**config.mk**
```make
export PLATFORM = sky130hd
export DESIGN_NAME = wiscExecTop
export DESIGN_NICKNAME = d
export VERILOG_FILES = /design/src/hdl/wiscExecPkg.sv /design/src/hdl/regFile.sv /design/src/hdl/decodeStage.sv /design/src/hdl/executeStage.sv /design/src/hdl/resultStage.sv /design/src/hdl/wiscExecTop.sv
export VERILOG_INCLUDE_DIRS = /design/src /design/src/hdl
export SDC_FILE = /design/constraint.sdc
export NUM_CORES = 1
export LEC_CHECK = 0
export BUFFER_PORTS_ARGS = -buffer_cell sky130_fd_sc_hd__buf_2
export CAP_MARGIN = 20
export CORE_UTILIZATION = 58
export DETAILED_ROUTE_END_ITERATION = 12
export PLACE_DENSITY_LB_ADDON = 0.05
export SYNTH_ARGS = -nofsm -noshare
export SYNTH_HDL_FRONTEND = slang
export SYNTH_SLANG_ARGS = --single-unit
export TNS_END_PERCENT = 50
```
**constraint.sdc**
```tcl
create_clock -name clk -period 6.1 [get_ports clk]
set_clock_uncertainty 0.05 [all_clocks]
set_input_delay 0.305 -clock clk [delete_from_list [all_inputs] [get_ports clk]]
set_output_delay 0.305 -clock clk [all_outputs]
set_load 0.05 [all_outputs]
```
**src/hdl/wiscExec_defines.svh**
```systemverilog
// Global macros for the WISC-SP20 execute unit
// Word width and register count
// Opcode values, ALU function codes and result-select codes
`ifndef WISC_EXEC_DEFINES_SVH
`define WISC_EXEC_DEFINES_SVH

`define WISC_WORD_WIDTH 16
`define WISC_REG_COUNT  8

// Opcodes in instr[15:11]
`define WISC_OP_ADDI   5'b01000
`define WISC_OP_SUBI   5'b01001
`define WISC_OP_XORI   5'b01010
`define WISC_OP_ANDNI  5'b01011
`define WISC_OP_ROLI   5'b10100
`define WISC_OP_SLLI   5'b10101
`define WISC_OP_RORI   5'b10110
`define WISC_OP_SRLI   5'b10111
`define WISC_OP_SLBI   5'b10010
`define WISC_OP_LBI    5'b11000
`define WISC_OP_BTR    5'b11001
`define WISC_OP_RSHIFT 5'b11010
`define WISC_OP_RALU   5'b11011
`define WISC_OP_SEQ    5'b11100
`define WISC_OP_SLT    5'b11101
`define WISC_OP_SLE    5'b11110
`define WISC_OP_SCO    5'b11111

// ALU functions
`define WISC_FN_ADD  3'd0
`define WISC_FN_XOR  3'd1
`define WISC_FN_ANDN 3'd2
`define WISC_FN_ROL  3'd3
`define WISC_FN_SLL  3'd4
`define WISC_FN_ROR  3'd5
`define WISC_FN_SRL  3'd6

// Result selects; ILL tags an illegal opcode
`define WISC_SEL_ALU 3'd0
`define WISC_SEL_EQ  3'd1
`define WISC_SEL_LT  3'd2
`define WISC_SEL_LE  3'd3
`define WISC_SEL_CO  3'd4
`define WISC_SEL_BTR 3'd5
`define WISC_SEL_ILL 3'd6

`endif

```
**src/hdl/wiscExecPkg.sv**
```systemverilog
// Shared typedefs of the execute unit
// Data word, register number and the decoded control fields
`include "wiscExec_defines.svh"

package wiscExecPkg;

    typedef logic [`WISC_WORD_WIDTH-1:0]         wiscWord;
    typedef logic [$clog2(`WISC_REG_COUNT)-1:0]  regIdx;

    // Instruction and control fields
    typedef logic [4:0] opcodeField;
    typedef logic [2:0] aluFunc;
    typedef logic [2:0] resultSel;

endpackage

```
**src/hdl/regFile.sv**
```systemverilog
// Register file of the execute unit
// Eight 16-bit registers, one write port, two write-through read ports
`timescale 1ns/10ps
`include "wiscExec_defines.svh"

module regFile (
    input  logic                 clk,
    input  logic                 arstN,
    input  wiscExecPkg::regIdx   rdAddrA,
    input  wiscExecPkg::regIdx   rdAddrB,
    output wiscExecPkg::wiscWord rdDataA,
    output wiscExecPkg::wiscWord rdDataB,
    input  logic                 wrEn,
    input  wiscExecPkg::regIdx   wrAddr,
    input  wiscExecPkg::wiscWord wrData
);

    wiscExecPkg::wiscWord regs [`WISC_REG_COUNT];

    always_ff @(posedge clk or negedge arstN) begin
        if (!arstN) begin
            for (int i = 0; i < `WISC_REG_COUNT; i++) begin
                regs[i] <= '0;
            end
        end else if (wrEn) begin
            regs[wrAddr] <= wrData;
        end
    end

    // A write in the same cycle wins over the stored value
    assign rdDataA = (wrEn && wrAddr == rdAddrA) ? wrData : regs[rdAddrA];
    assign rdDataB = (wrEn && wrAddr == rdAddrB) ? wrData : regs[rdAddrB];

endmodule

```
**src/hdl/decodeStage.sv**
```systemverilog
// Decode stage of the execute unit
// Opcode decode into ALU, inversion, carry and result-select controls
// Immediate extension, register read and the decode pipeline register
`timescale 1ns/10ps
`include "wiscExec_defines.svh"

module decodeStage (
    input  logic                  clk,
    input  logic                  arstN,
    input  logic                  advance,
    input  logic                  instrValid,
    input  wiscExecPkg::wiscWord  instr,
    output wiscExecPkg::regIdx    rdAddrA,
    output wiscExecPkg::regIdx    rdAddrB,
    input  wiscExecPkg::wiscWord  rdDataA,
    input  wiscExecPkg::wiscWord  rdDataB,
    output logic                  dValid,
    output wiscExecPkg::aluFunc   dFunc,
    output wiscExecPkg::wiscWord  dOperandA,
    output wiscExecPkg::wiscWord  dOperandB,
    output wiscExecPkg::regIdx    dSrcA,
    output wiscExecPkg::regIdx    dSrcB,
    output logic                  dUseRegA,
    output logic                  dUseRegB,
    output logic                  dInvA,
    output logic                  dInvB,
    output logic                  dCin,
    output logic                  dIsLbi,
    output logic                  dIsSlbi,
    output logic                  dIsAddSub,
    output wiscExecPkg::resultSel dResultSel,
    output wiscExecPkg::regIdx    dDest,
    output logic                  dWrites
);

    localparam int ExtWidth5 = `WISC_WORD_WIDTH - 5;
    localparam int ExtWidth8 = `WISC_WORD_WIDTH - 8;

    wiscExecPkg::opcodeField opcode;
    wiscExecPkg::regIdx      rs, rt, rdR, dest;
    wiscExecPkg::wiscWord    imm;
    wiscExecPkg::aluFunc     func;
    wiscExecPkg::resultSel   sel;
    logic useRegA, useRegB, invA, invB, cin, isLbi, isSlbi, isAddSub, writes;

    // Rs is bits 10:8 everywhere; Rt doubles as the I-format destination
    assign opcode  = instr[15:11];
    assign rs      = instr[10:8];
    assign rt      = instr[7:5];
    assign rdR     = instr[4:2];
    assign rdAddrA = rs;
    assign rdAddrB = rt;

    always_comb begin
        func     = `WISC_FN_ADD;
        imm      = {{ExtWidth5{1'b0}}, instr[4:0]};
        useRegA  = 1'b1;
        useRegB  = 1'b0;
        invA     = 1'b0;
        invB     = 1'b0;
        cin      = 1'b0;
        isLbi    = 1'b0;
        isSlbi   = 1'b0;
        isAddSub = 1'b0;
        sel      = `WISC_SEL_ALU;
        dest     = rt;
        writes   = 1'b1;
        case (opcode)
            `WISC_OP_ADDI: begin
                imm      = {{ExtWidth5{instr[4]}}, instr[4:0]};
                isAddSub = 1'b1;
            end
            // imm - Rs as ~Rs + imm + 1
            `WISC_OP_SUBI: begin
                imm      = {{ExtWidth5{instr[4]}}, instr[4:0]};
                invA     = 1'b1;
                cin      = 1'b1;
                isAddSub = 1'b1;
            end
            `WISC_OP_XORI:  func = `WISC_FN_XOR;
            `WISC_OP_ANDNI: func = `WISC_FN_ANDN;
            `WISC_OP_ROLI:  func = `WISC_FN_ROL;
            `WISC_OP_SLLI:  func = `WISC_FN_SLL;
            `WISC_OP_RORI:  func = `WISC_FN_ROR;
            `WISC_OP_SRLI:  func = `WISC_FN_SRL;
            `WISC_OP_RALU: begin
                useRegB = 1'b1;
                dest    = rdR;
                case (instr[1:0])
                    2'b00: isAddSub = 1'b1;
                    2'b01: begin
                        invA     = 1'b1;
                        cin      = 1'b1;
                        isAddSub = 1'b1;
                    end
                    2'b10: func = `WISC_FN_XOR;
                    default: func = `WISC_FN_ANDN;
                endcase
            end
            `WISC_OP_RSHIFT: begin
                useRegB = 1'b1;
                dest    = rdR;
                case (instr[1:0])
                    2'b00: func = `WISC_FN_ROL;
                    2'b01: func = `WISC_FN_SLL;
                    2'b10: func = `WISC_FN_ROR;
                    default: func = `WISC_FN_SRL;
                endcase
            end
            // Compares run Rs - Rt
            `WISC_OP_SEQ, `WISC_OP_SLT, `WISC_OP_SLE: begin
                useRegB = 1'b1;
                dest    = rdR;
                invB    = 1'b1;
                cin     = 1'b1;
                sel     = (opcode == `WISC_OP_SEQ) ? `WISC_SEL_EQ :
                          (opcode == `WISC_OP_SLT) ? `WISC_SEL_LT : `WISC_SEL_LE;
            end
            `WISC_OP_SCO: begin
                useRegB = 1'b1;
                dest    = rdR;
                sel     = `WISC_SEL_CO;
            end
            `WISC_OP_BTR: begin
                dest = rdR;
                sel  = `WISC_SEL_BTR;
            end
            `WISC_OP_LBI: begin
                imm     = {{ExtWidth8{instr[7]}}, instr[7:0]};
                useRegA = 1'b0;
                isLbi   = 1'b1;
                dest    = rs;
            end
            // Low byte of Rs << 8 is zero, so XOR acts as OR
            `WISC_OP_SLBI: begin
                imm    = {{ExtWidth8{1'b0}}, instr[7:0]};
                func   = `WISC_FN_XOR;
                isSlbi = 1'b1;
                dest   = rs;
            end
            default: begin
                useRegA = 1'b0;
                sel     = `WISC_SEL_ILL;
                writes  = 1'b0;
            end
        endcase
    end

    always_ff @(posedge clk or negedge arstN) begin
        if (!arstN) begin
            dValid <= 1'b0;
        end else if (advance) begin
            dValid <= instrValid;
        end
    end

    always_ff @(posedge clk) begin
        if (advance) begin
            dFunc      <= func;
            dOperandA  <= rdDataA;
            dOperandB  <= useRegB ? rdDataB : imm;
            dSrcA      <= rs;
            dSrcB      <= rt;
            dUseRegA   <= useRegA;
            dUseRegB   <= useRegB;
            dInvA      <= invA;
            dInvB      <= invB;
            dCin       <= cin;
            dIsLbi     <= isLbi;
            dIsSlbi    <= isSlbi;
            dIsAddSub  <= isAddSub;
            dResultSel <= sel;
            dDest      <= dest;
            dWrites    <= writes;
        end
    end

endmodule

```
**src/hdl/executeStage.sv**
```systemverilog
// Execute stage of the execute unit
// Operand forwarding from the execute and result registers
// LBI and SLBI operand preparation, the ALU and its flags
// The execute pipeline register
`timescale 1ns/10ps
`include "wiscExec_defines.svh"

module executeStage (
    input  logic                  clk,
    input  logic                  arstN,
    input  logic                  advance,
    input  logic                  dValid,
    input  wiscExecPkg::aluFunc   dFunc,
    input  wiscExecPkg::wiscWord  dOperandA,
    input  wiscExecPkg::wiscWord  dOperandB,
    input  wiscExecPkg::regIdx    dSrcA,
    input  wiscExecPkg::regIdx    dSrcB,
    input  logic                  dUseRegA,
    input  logic                  dUseRegB,
    input  logic                  dInvA,
    input  logic                  dInvB,
    input  logic                  dCin,
    input  logic                  dIsLbi,
    input  logic                  dIsSlbi,
    input  logic                  dIsAddSub,
    input  wiscExecPkg::resultSel dResultSel,
    input  wiscExecPkg::regIdx    dDest,
    input  logic                  dWrites,
    input  wiscExecPkg::wiscWord  finalValue,
    input  logic                  rValid,
    input  wiscExecPkg::regIdx    rDest,
    input  logic                  rWrites,
    input  wiscExecPkg::wiscWord  resData,
    output logic                  eValid,
    output wiscExecPkg::wiscWord  eAluOut,
    output logic                  eZero,
    output logic                  eLtz,
    output logic                  eCarry,
    output logic                  eOvf,
    output wiscExecPkg::wiscWord  eBtrSrc,
    output wiscExecPkg::resultSel eResultSel,
    output logic                  eIsAddSub,
    output wiscExecPkg::regIdx    eDest,
    output logic                  eWrites
);

    localparam int Width = `WISC_WORD_WIDTH;
    localparam int Msb   = Width - 1;

    wiscExecPkg::wiscWord srcA, srcB, aPrep, a, b, aluOut;
    logic [Width:0]       sum;
    logic [2*Width-1:0]   rotL, rotR;
    logic [3:0]           shamt;
    logic                 ovf;

    // Youngest producer first, then the result register, then the decode read
    function automatic wiscExecPkg::wiscWord forward(
        input logic                 useReg,
        input wiscExecPkg::regIdx   src,
        input wiscExecPkg::wiscWord readVal
    );
        if (useReg && eValid && eWrites && eDest == src) begin
            return finalValue;
        end else if (useReg && rValid && rWrites && rDest == src) begin
            return resData;
        end
        return readVal;
    endfunction

    always_comb begin
        srcA = forward(dUseRegA, dSrcA, dOperandA);
        srcB = forward(dUseRegB, dSrcB, dOperandB);
    end

    // LBI adds to zero, SLBI merges the immediate under Rs << 8
    assign aPrep = dIsLbi  ? '0 :
                   dIsSlbi ? (srcA << 8) : srcA;
    assign a     = dInvA ? ~aPrep : aPrep;
    assign b     = dInvB ? ~srcB : srcB;

    assign sum   = {1'b0, a} + {1'b0, b} + dCin;
    assign ovf   = (a[Msb] == b[Msb]) && (sum[Msb] != a[Msb]);
    assign shamt = b[3:0];
    assign rotL  = {a, a} << shamt;
    assign rotR  = {a, a} >> shamt;

    always_comb begin
        case (dFunc)
            `WISC_FN_XOR:  aluOut = a ^ b;
            `WISC_FN_ANDN: aluOut = a & ~b;
            `WISC_FN_ROL:  aluOut = rotL[2*Width-1:Width];
            `WISC_FN_SLL:  aluOut = a << shamt;
            `WISC_FN_ROR:  aluOut = rotR[Msb:0];
            `WISC_FN_SRL:  aluOut = a >> shamt;
            default:       aluOut = sum[Msb:0];
        endcase
    end

    always_ff @(posedge clk or negedge arstN) begin
        if (!arstN) begin
            eValid <= 1'b0;
        end else if (advance) begin
            eValid <= dValid;
        end
    end

    always_ff @(posedge clk) begin
        if (advance) begin
            eAluOut    <= aluOut;
            eZero      <= (aluOut == '0);
            // Sign corrected by overflow gives a true signed less-than
            eLtz       <= sum[Msb] ^ ovf;
            eCarry     <= sum[Width];
            eOvf       <= ovf;
            eBtrSrc    <= srcA;
            eResultSel <= dResultSel;
            eIsAddSub  <= dIsAddSub;
            eDest      <= dDest;
            eWrites    <= dWrites;
        end
    end

endmodule

```
**src/hdl/resultStage.sv**
```systemverilog
// Result stage of the execute unit
// Set-value, BTR and illegal-opcode selection of the final value
// Error flag, result register and the register-file write request
`timescale 1ns/10ps
`include "wiscExec_defines.svh"

module resultStage (
    input  logic                  clk,
    input  logic                  arstN,
    input  logic                  advance,
    input  logic                  eValid,
    input  wiscExecPkg::wiscWord  eAluOut,
    input  logic                  eZero,
    input  logic                  eLtz,
    input  logic                  eCarry,
    input  logic                  eOvf,
    input  wiscExecPkg::wiscWord  eBtrSrc,
    input  wiscExecPkg::resultSel eResultSel,
    input  logic                  eIsAddSub,
    input  wiscExecPkg::regIdx    eDest,
    input  logic                  eWrites,
    output wiscExecPkg::wiscWord  finalValue,
    output logic                  rValid,
    output wiscExecPkg::regIdx    rDest,
    output logic                  rWrites,
    output logic                  wrEn,
    output wiscExecPkg::regIdx    wrAddr,
    output wiscExecPkg::wiscWord  wrData,
    output logic                  resValid,
    output wiscExecPkg::wiscWord  resData,
    output wiscExecPkg::regIdx    resDest,
    output logic                  resErr
);

    wiscExecPkg::wiscWord btrOut;
    logic                 illegal;

    always_comb begin
        for (int i = 0; i < `WISC_WORD_WIDTH; i++) begin
            btrOut[i] = eBtrSrc[`WISC_WORD_WIDTH-1-i];
        end
    end

    assign illegal = (eResultSel == `WISC_SEL_ILL);

    always_comb begin
        case (eResultSel)
            `WISC_SEL_EQ:  finalValue = wiscExecPkg::wiscWord'(eZero);
            `WISC_SEL_LT:  finalValue = wiscExecPkg::wiscWord'(eLtz);
            `WISC_SEL_LE:  finalValue = wiscExecPkg::wiscWord'(eZero | eLtz);
            `WISC_SEL_CO:  finalValue = wiscExecPkg::wiscWord'(eCarry);
            `WISC_SEL_BTR: finalValue = btrOut;
            `WISC_SEL_ILL: finalValue = '0;
            default:       finalValue = eAluOut;
        endcase
    end

    // Register write lands on the same edge as the result register load
    assign wrEn   = advance && eValid && eWrites;
    assign wrAddr = eDest;
    assign wrData = finalValue;

    always_ff @(posedge clk or negedge arstN) begin
        if (!arstN) begin
            rValid <= 1'b0;
        end else if (advance) begin
            rValid <= eValid;
        end
    end

    always_ff @(posedge clk) begin
        if (advance) begin
            resData <= finalValue;
            rDest   <= eDest;
            rWrites <= eWrites;
            resErr  <= illegal || (eIsAddSub && eOvf);
        end
    end

    assign resValid = rValid;
    assign resDest  = rDest;

endmodule

```
**src/hdl/wiscExecTop.sv**
```systemverilog
// Top level of the WISC-SP20 execute unit
// Register file, decode, execute and result stages
// Pipeline-wide stall control from the output handshake
`timescale 1ns/10ps

module wiscExecTop (
    input  logic                 clk,
    input  logic                 arstN,
    input  logic                 instrValid,
    output logic                 instrReady,
    input  wiscExecPkg::wiscWord instr,
    output logic                 resValid,
    input  logic                 resReady,
    output wiscExecPkg::wiscWord resData,
    output wiscExecPkg::regIdx   resDest,
    output logic                 resErr
);

    logic                  advance;

    // Register file ports
    wiscExecPkg::regIdx    rdAddrA, rdAddrB, wrAddr;
    wiscExecPkg::wiscWord  rdDataA, rdDataB, wrData;
    logic                  wrEn;

    // Decode register
    logic                  dValid, dUseRegA, dUseRegB, dInvA, dInvB, dCin;
    logic                  dIsLbi, dIsSlbi, dIsAddSub, dWrites;
    wiscExecPkg::aluFunc   dFunc;
    wiscExecPkg::wiscWord  dOperandA, dOperandB;
    wiscExecPkg::regIdx    dSrcA, dSrcB, dDest;
    wiscExecPkg::resultSel dResultSel;

    // Execute register
    logic                  eValid, eZero, eLtz, eCarry, eOvf, eIsAddSub, eWrites;
    wiscExecPkg::wiscWord  eAluOut, eBtrSrc;
    wiscExecPkg::resultSel eResultSel;
    wiscExecPkg::regIdx    eDest;

    // Forwarding from the result stage
    wiscExecPkg::wiscWord  finalValue;
    logic                  rValid, rWrites;
    wiscExecPkg::regIdx    rDest;

    // Whole pipeline moves only when the output slot is free or drains
    assign advance    = !resValid || resReady;
    assign instrReady = advance;

    regFile regFile_inst (.*);

    decodeStage decodeStage_inst (.*);

    executeStage executeStage_inst (.*);

    resultStage resultStage_inst (.*);

endmodule

```
==> out/qor.csv <==
metric,value,unit
status,"complete, no violations",
fin worst setup slack,0.167,ns
worst reg2reg path depth,27,
Via density,6.76,
Core Box Area,0.0290,mm^2
worst hold margin,0.0291,ns
GPL Wtd Cong,1.05,
crit path launch type,flop,
port buffer count,41,
Setup WS pre-CTS,0.0926,ns
count of final max-slew check failures,0,
wire per inst,26.0,um
TritonRoute pass-1 iters,6,
chip width,175,um
Post-Syn Nets,1829,
"commonest non-fill, non-tap cell in the layout",nand2_1,
VDD IR max,0.327,mV
Final ANT Viol Nets,0,
largest net degree at the start of global routing,79,
first-pass GRT wire length,88800,um
clk sink count,252,
CP arrival,6.28,ns
DIE HEIGHT,175,um
crit path max fanout,11,
main combinational cell family by area after synthesis,compound AO/OA/AOI/OAI gates,
"Avg Cell Area, Syn",9.80,um^2
critical path endpoint category,flop,
post-synthesis xor/xnor area fraction,3.57,%
layout cells sized above 1,21.8,%
global route overflow,0,
DP Wirelength,42100,um
gr usage total,38.5,%
part of the cycle the worst path needs,97.3,%
vias,15156,
number of diodes,0,
Ys Warns,0,
Cells after Synth,1767,
post-synthesis mux area share,14.9,%
Final setup viols,0,
Post-Syn Area,0.0173,mm^2
Peak Freq,0.169,GHz
P per Cell Area,518,mW/mm^2
Tmin final,5.93,ns
CTS tree,done,
"EDFF count, synth",121,
Fillers,2255,
top_reg_cell synth,dfrtp_1,
Area growth syn-to-layout,13.5,%
number of global-route vias before repair,14463,
Final Hold Viols,0,
area share of fa/ha/maj cells after synthesis,3.17,%
Rel. slew slack,19.4,%
post-synth cell types,91,
initial antenna violation count,0,
Std-Cell Rows,62,
compound-cell area share of the yosys netlist,18.7,%
CTS Buffer Depth,3,
most frequent cells in the layout,"169 x nand2_1, 152 x a21oi_1, 152 x buf_4",
final wirelength,58300,um
Hold Crit Class,in2reg,
H-tree depth,1,
post-synthesis sequential area ratio,39.9,%
"Clk Latency, worst-skew pair",0.57,ns
hold path cells,3,
Initial Util,59.7,%
pin slew with the least headroom to its limit,1.21,ns
P_leak,0.00822,uW
CTS buffer count,27,
critical path class,reg2reg,
RSZ-0062 raised after global routing,true,
Nets,1902,
post-synthesis simple-gate area fraction,14.2,%
num ports,42,
"FF+latch count, synth",252,
Clock transition at path regs,0.07,ns
DRT iter0 DRCs,1872,
DRC errors left,0,
Async SR Flop Fraction,52.0,%
# Max-Cap Violations,0,
CP required,6.45,ns
area of the die,0.0305,mm^2
Root Buffer,clkbuf_16,
==> worst max-delay path, stage by stage (launching register included) <==
cell,delay (ns)
edfxtp_1,0.44
xor2_1,0.21
or4_1,0.51
buf_4,0.22
a211oi_4,0.27
nor3_1,0.10
or2_4,0.28
ha_4,0.24
a21o_1,0.16
a21oi_2,0.17
o21a_1,0.14
o21ai_2,0.08
a41oi_2,0.25
o21bai_2,0.12
a21oi_2,0.16
o21bai_1,0.10
a21oi_2,0.18
nor2_1,0.05
nor2_1,0.08
o21bai_1,0.08
fa_1,0.46
buf_4,0.16
mux2i_2,0.16
o21ai_2,0.10
a31oi_1,0.15
nand3_1,0.11
or4_1,0.53
nor4b_2,0.22
==> synth_stat cells (24+ instances only) <==
master      n  area share, %
a211oi_1   29            1.3
a21oi_1   155            4.5
and2_1     27           0.98
clkbuf_1  109            2.4
dfrtp_1   131             19
edfxtp_1  121             21
ha_1       39            2.8
inv_1      68            1.5
mux2i_1    57            3.3
mux4_2     83             11
nand2_1   169            3.7
nand3_1    24           0.69
nand4_1    28            1.0
nor2_1    128            2.8
nor3_1     27           0.78
nor4_1     24           0.87
o21ai_0   156            4.5
xnor2_1    43            2.2
==> metrics by stage <==
step	area (um^2)	util (%)	cells	power, uW	TNS (ns)
2_1_floorplan	17400	-	1767	6400	-0.105
3_3_place_gp	18700	64.3	2189	8250	0
3_5_place_dp	18700	64.3	2189	8330	0
4_1_cts	19500	67.3	2238	9960	0
5_1_grt	19600	67.7	2241	10600	-0.190
6_report	19600	67.7	2241	10200	0
==> registers in the layout, summed over array words and instances (netlist names), 3 cells and up <==
register / count
executeStage_inst.eBtrSrc: 16
regFile_inst.regs: 128
decodeStage_inst.dResultSel: 3
executeStage_inst.eAluOut: 16
resultStage_inst.rDest: 3
executeStage_inst.eDest: 3
decodeStage_inst.dFunc: 3
decodeStage_inst.dSrcA: 3
decodeStage_inst.dOperandA: 16
executeStage_inst.eResultSel: 3
decodeStage_inst.dSrcB: 3
resultStage_inst.resData: 16
decodeStage_inst.dDest: 3
decodeStage_inst.dOperandB: 16
==> cell families after synthesis <==
family / after synthesis
xor+xnor: 68
buf+inv: 232
mux: 153
flops: 252
simple gates: 510
fa+ha+maj: 42
compound gates: 510
==> layout make-up <==
class | instances | area, um^2 | area share, %
multi-input cells | 1283 | 9660 | 49.2
clock inverters | 11 | 114 | 0.580
flip-flops and latches | 252 | 6910 | 35.2
repair buffers | 201 | 1470 | 7.46
inverters | 75 | 284 | 1.45
well taps | 384 | 480 | 2.45
clock buffers | 35 | 726 | 3.69
==> repair_timing <==
action                                  in CTS  in global routing
hold buffers                                 3                  0
resized for setup                            0                 21
endpoints found under the hold margin       75                  0
buffers inserted                             0                  3
endpoints found under the setup margin       0                  1
==> per-layer routing <==
layer | track usage (%) | vias up | share of wire (%)
met5 | 0 | - | 0
met2 | 62.4 | 786 | 47
met3 | 5.05 | 188 | 7.3
met1 | 49.6 | 7467 | 39
li1 | - | 6715 | -
met4 | 22.8 | 0 | 6.6
==> power by group <==
| group | leakage (uW) | internal [uW] | switching (uW) |
|---|---|---|---|
| logic | 0.00485 | 2220 | 3240 |
| registers | 0.00295 | 2580 | 545 |
| clock network | 0.000409 | 887 | 710 |
==> path summary, 6_finish.rpt <==
path,from,endpoint,slack (ns)
max in group asynchronous,arstN,resultStage_inst.rValid,4.31
min,instr[3],decodeStage_inst.dDest[1],0.03
max reg2reg,resultStage_inst.rDest[0],executeStage_inst.eZero,0.17
min reg2reg,decodeStage_inst.dDest[2],executeStage_inst.eDest[2],0.36
max,resultStage_inst.rDest[0],executeStage_inst.eZero,0.17
min in group asynchronous,arstN,regFile_inst.regs[9],0.39
Power figures use the tool's default switching activity.
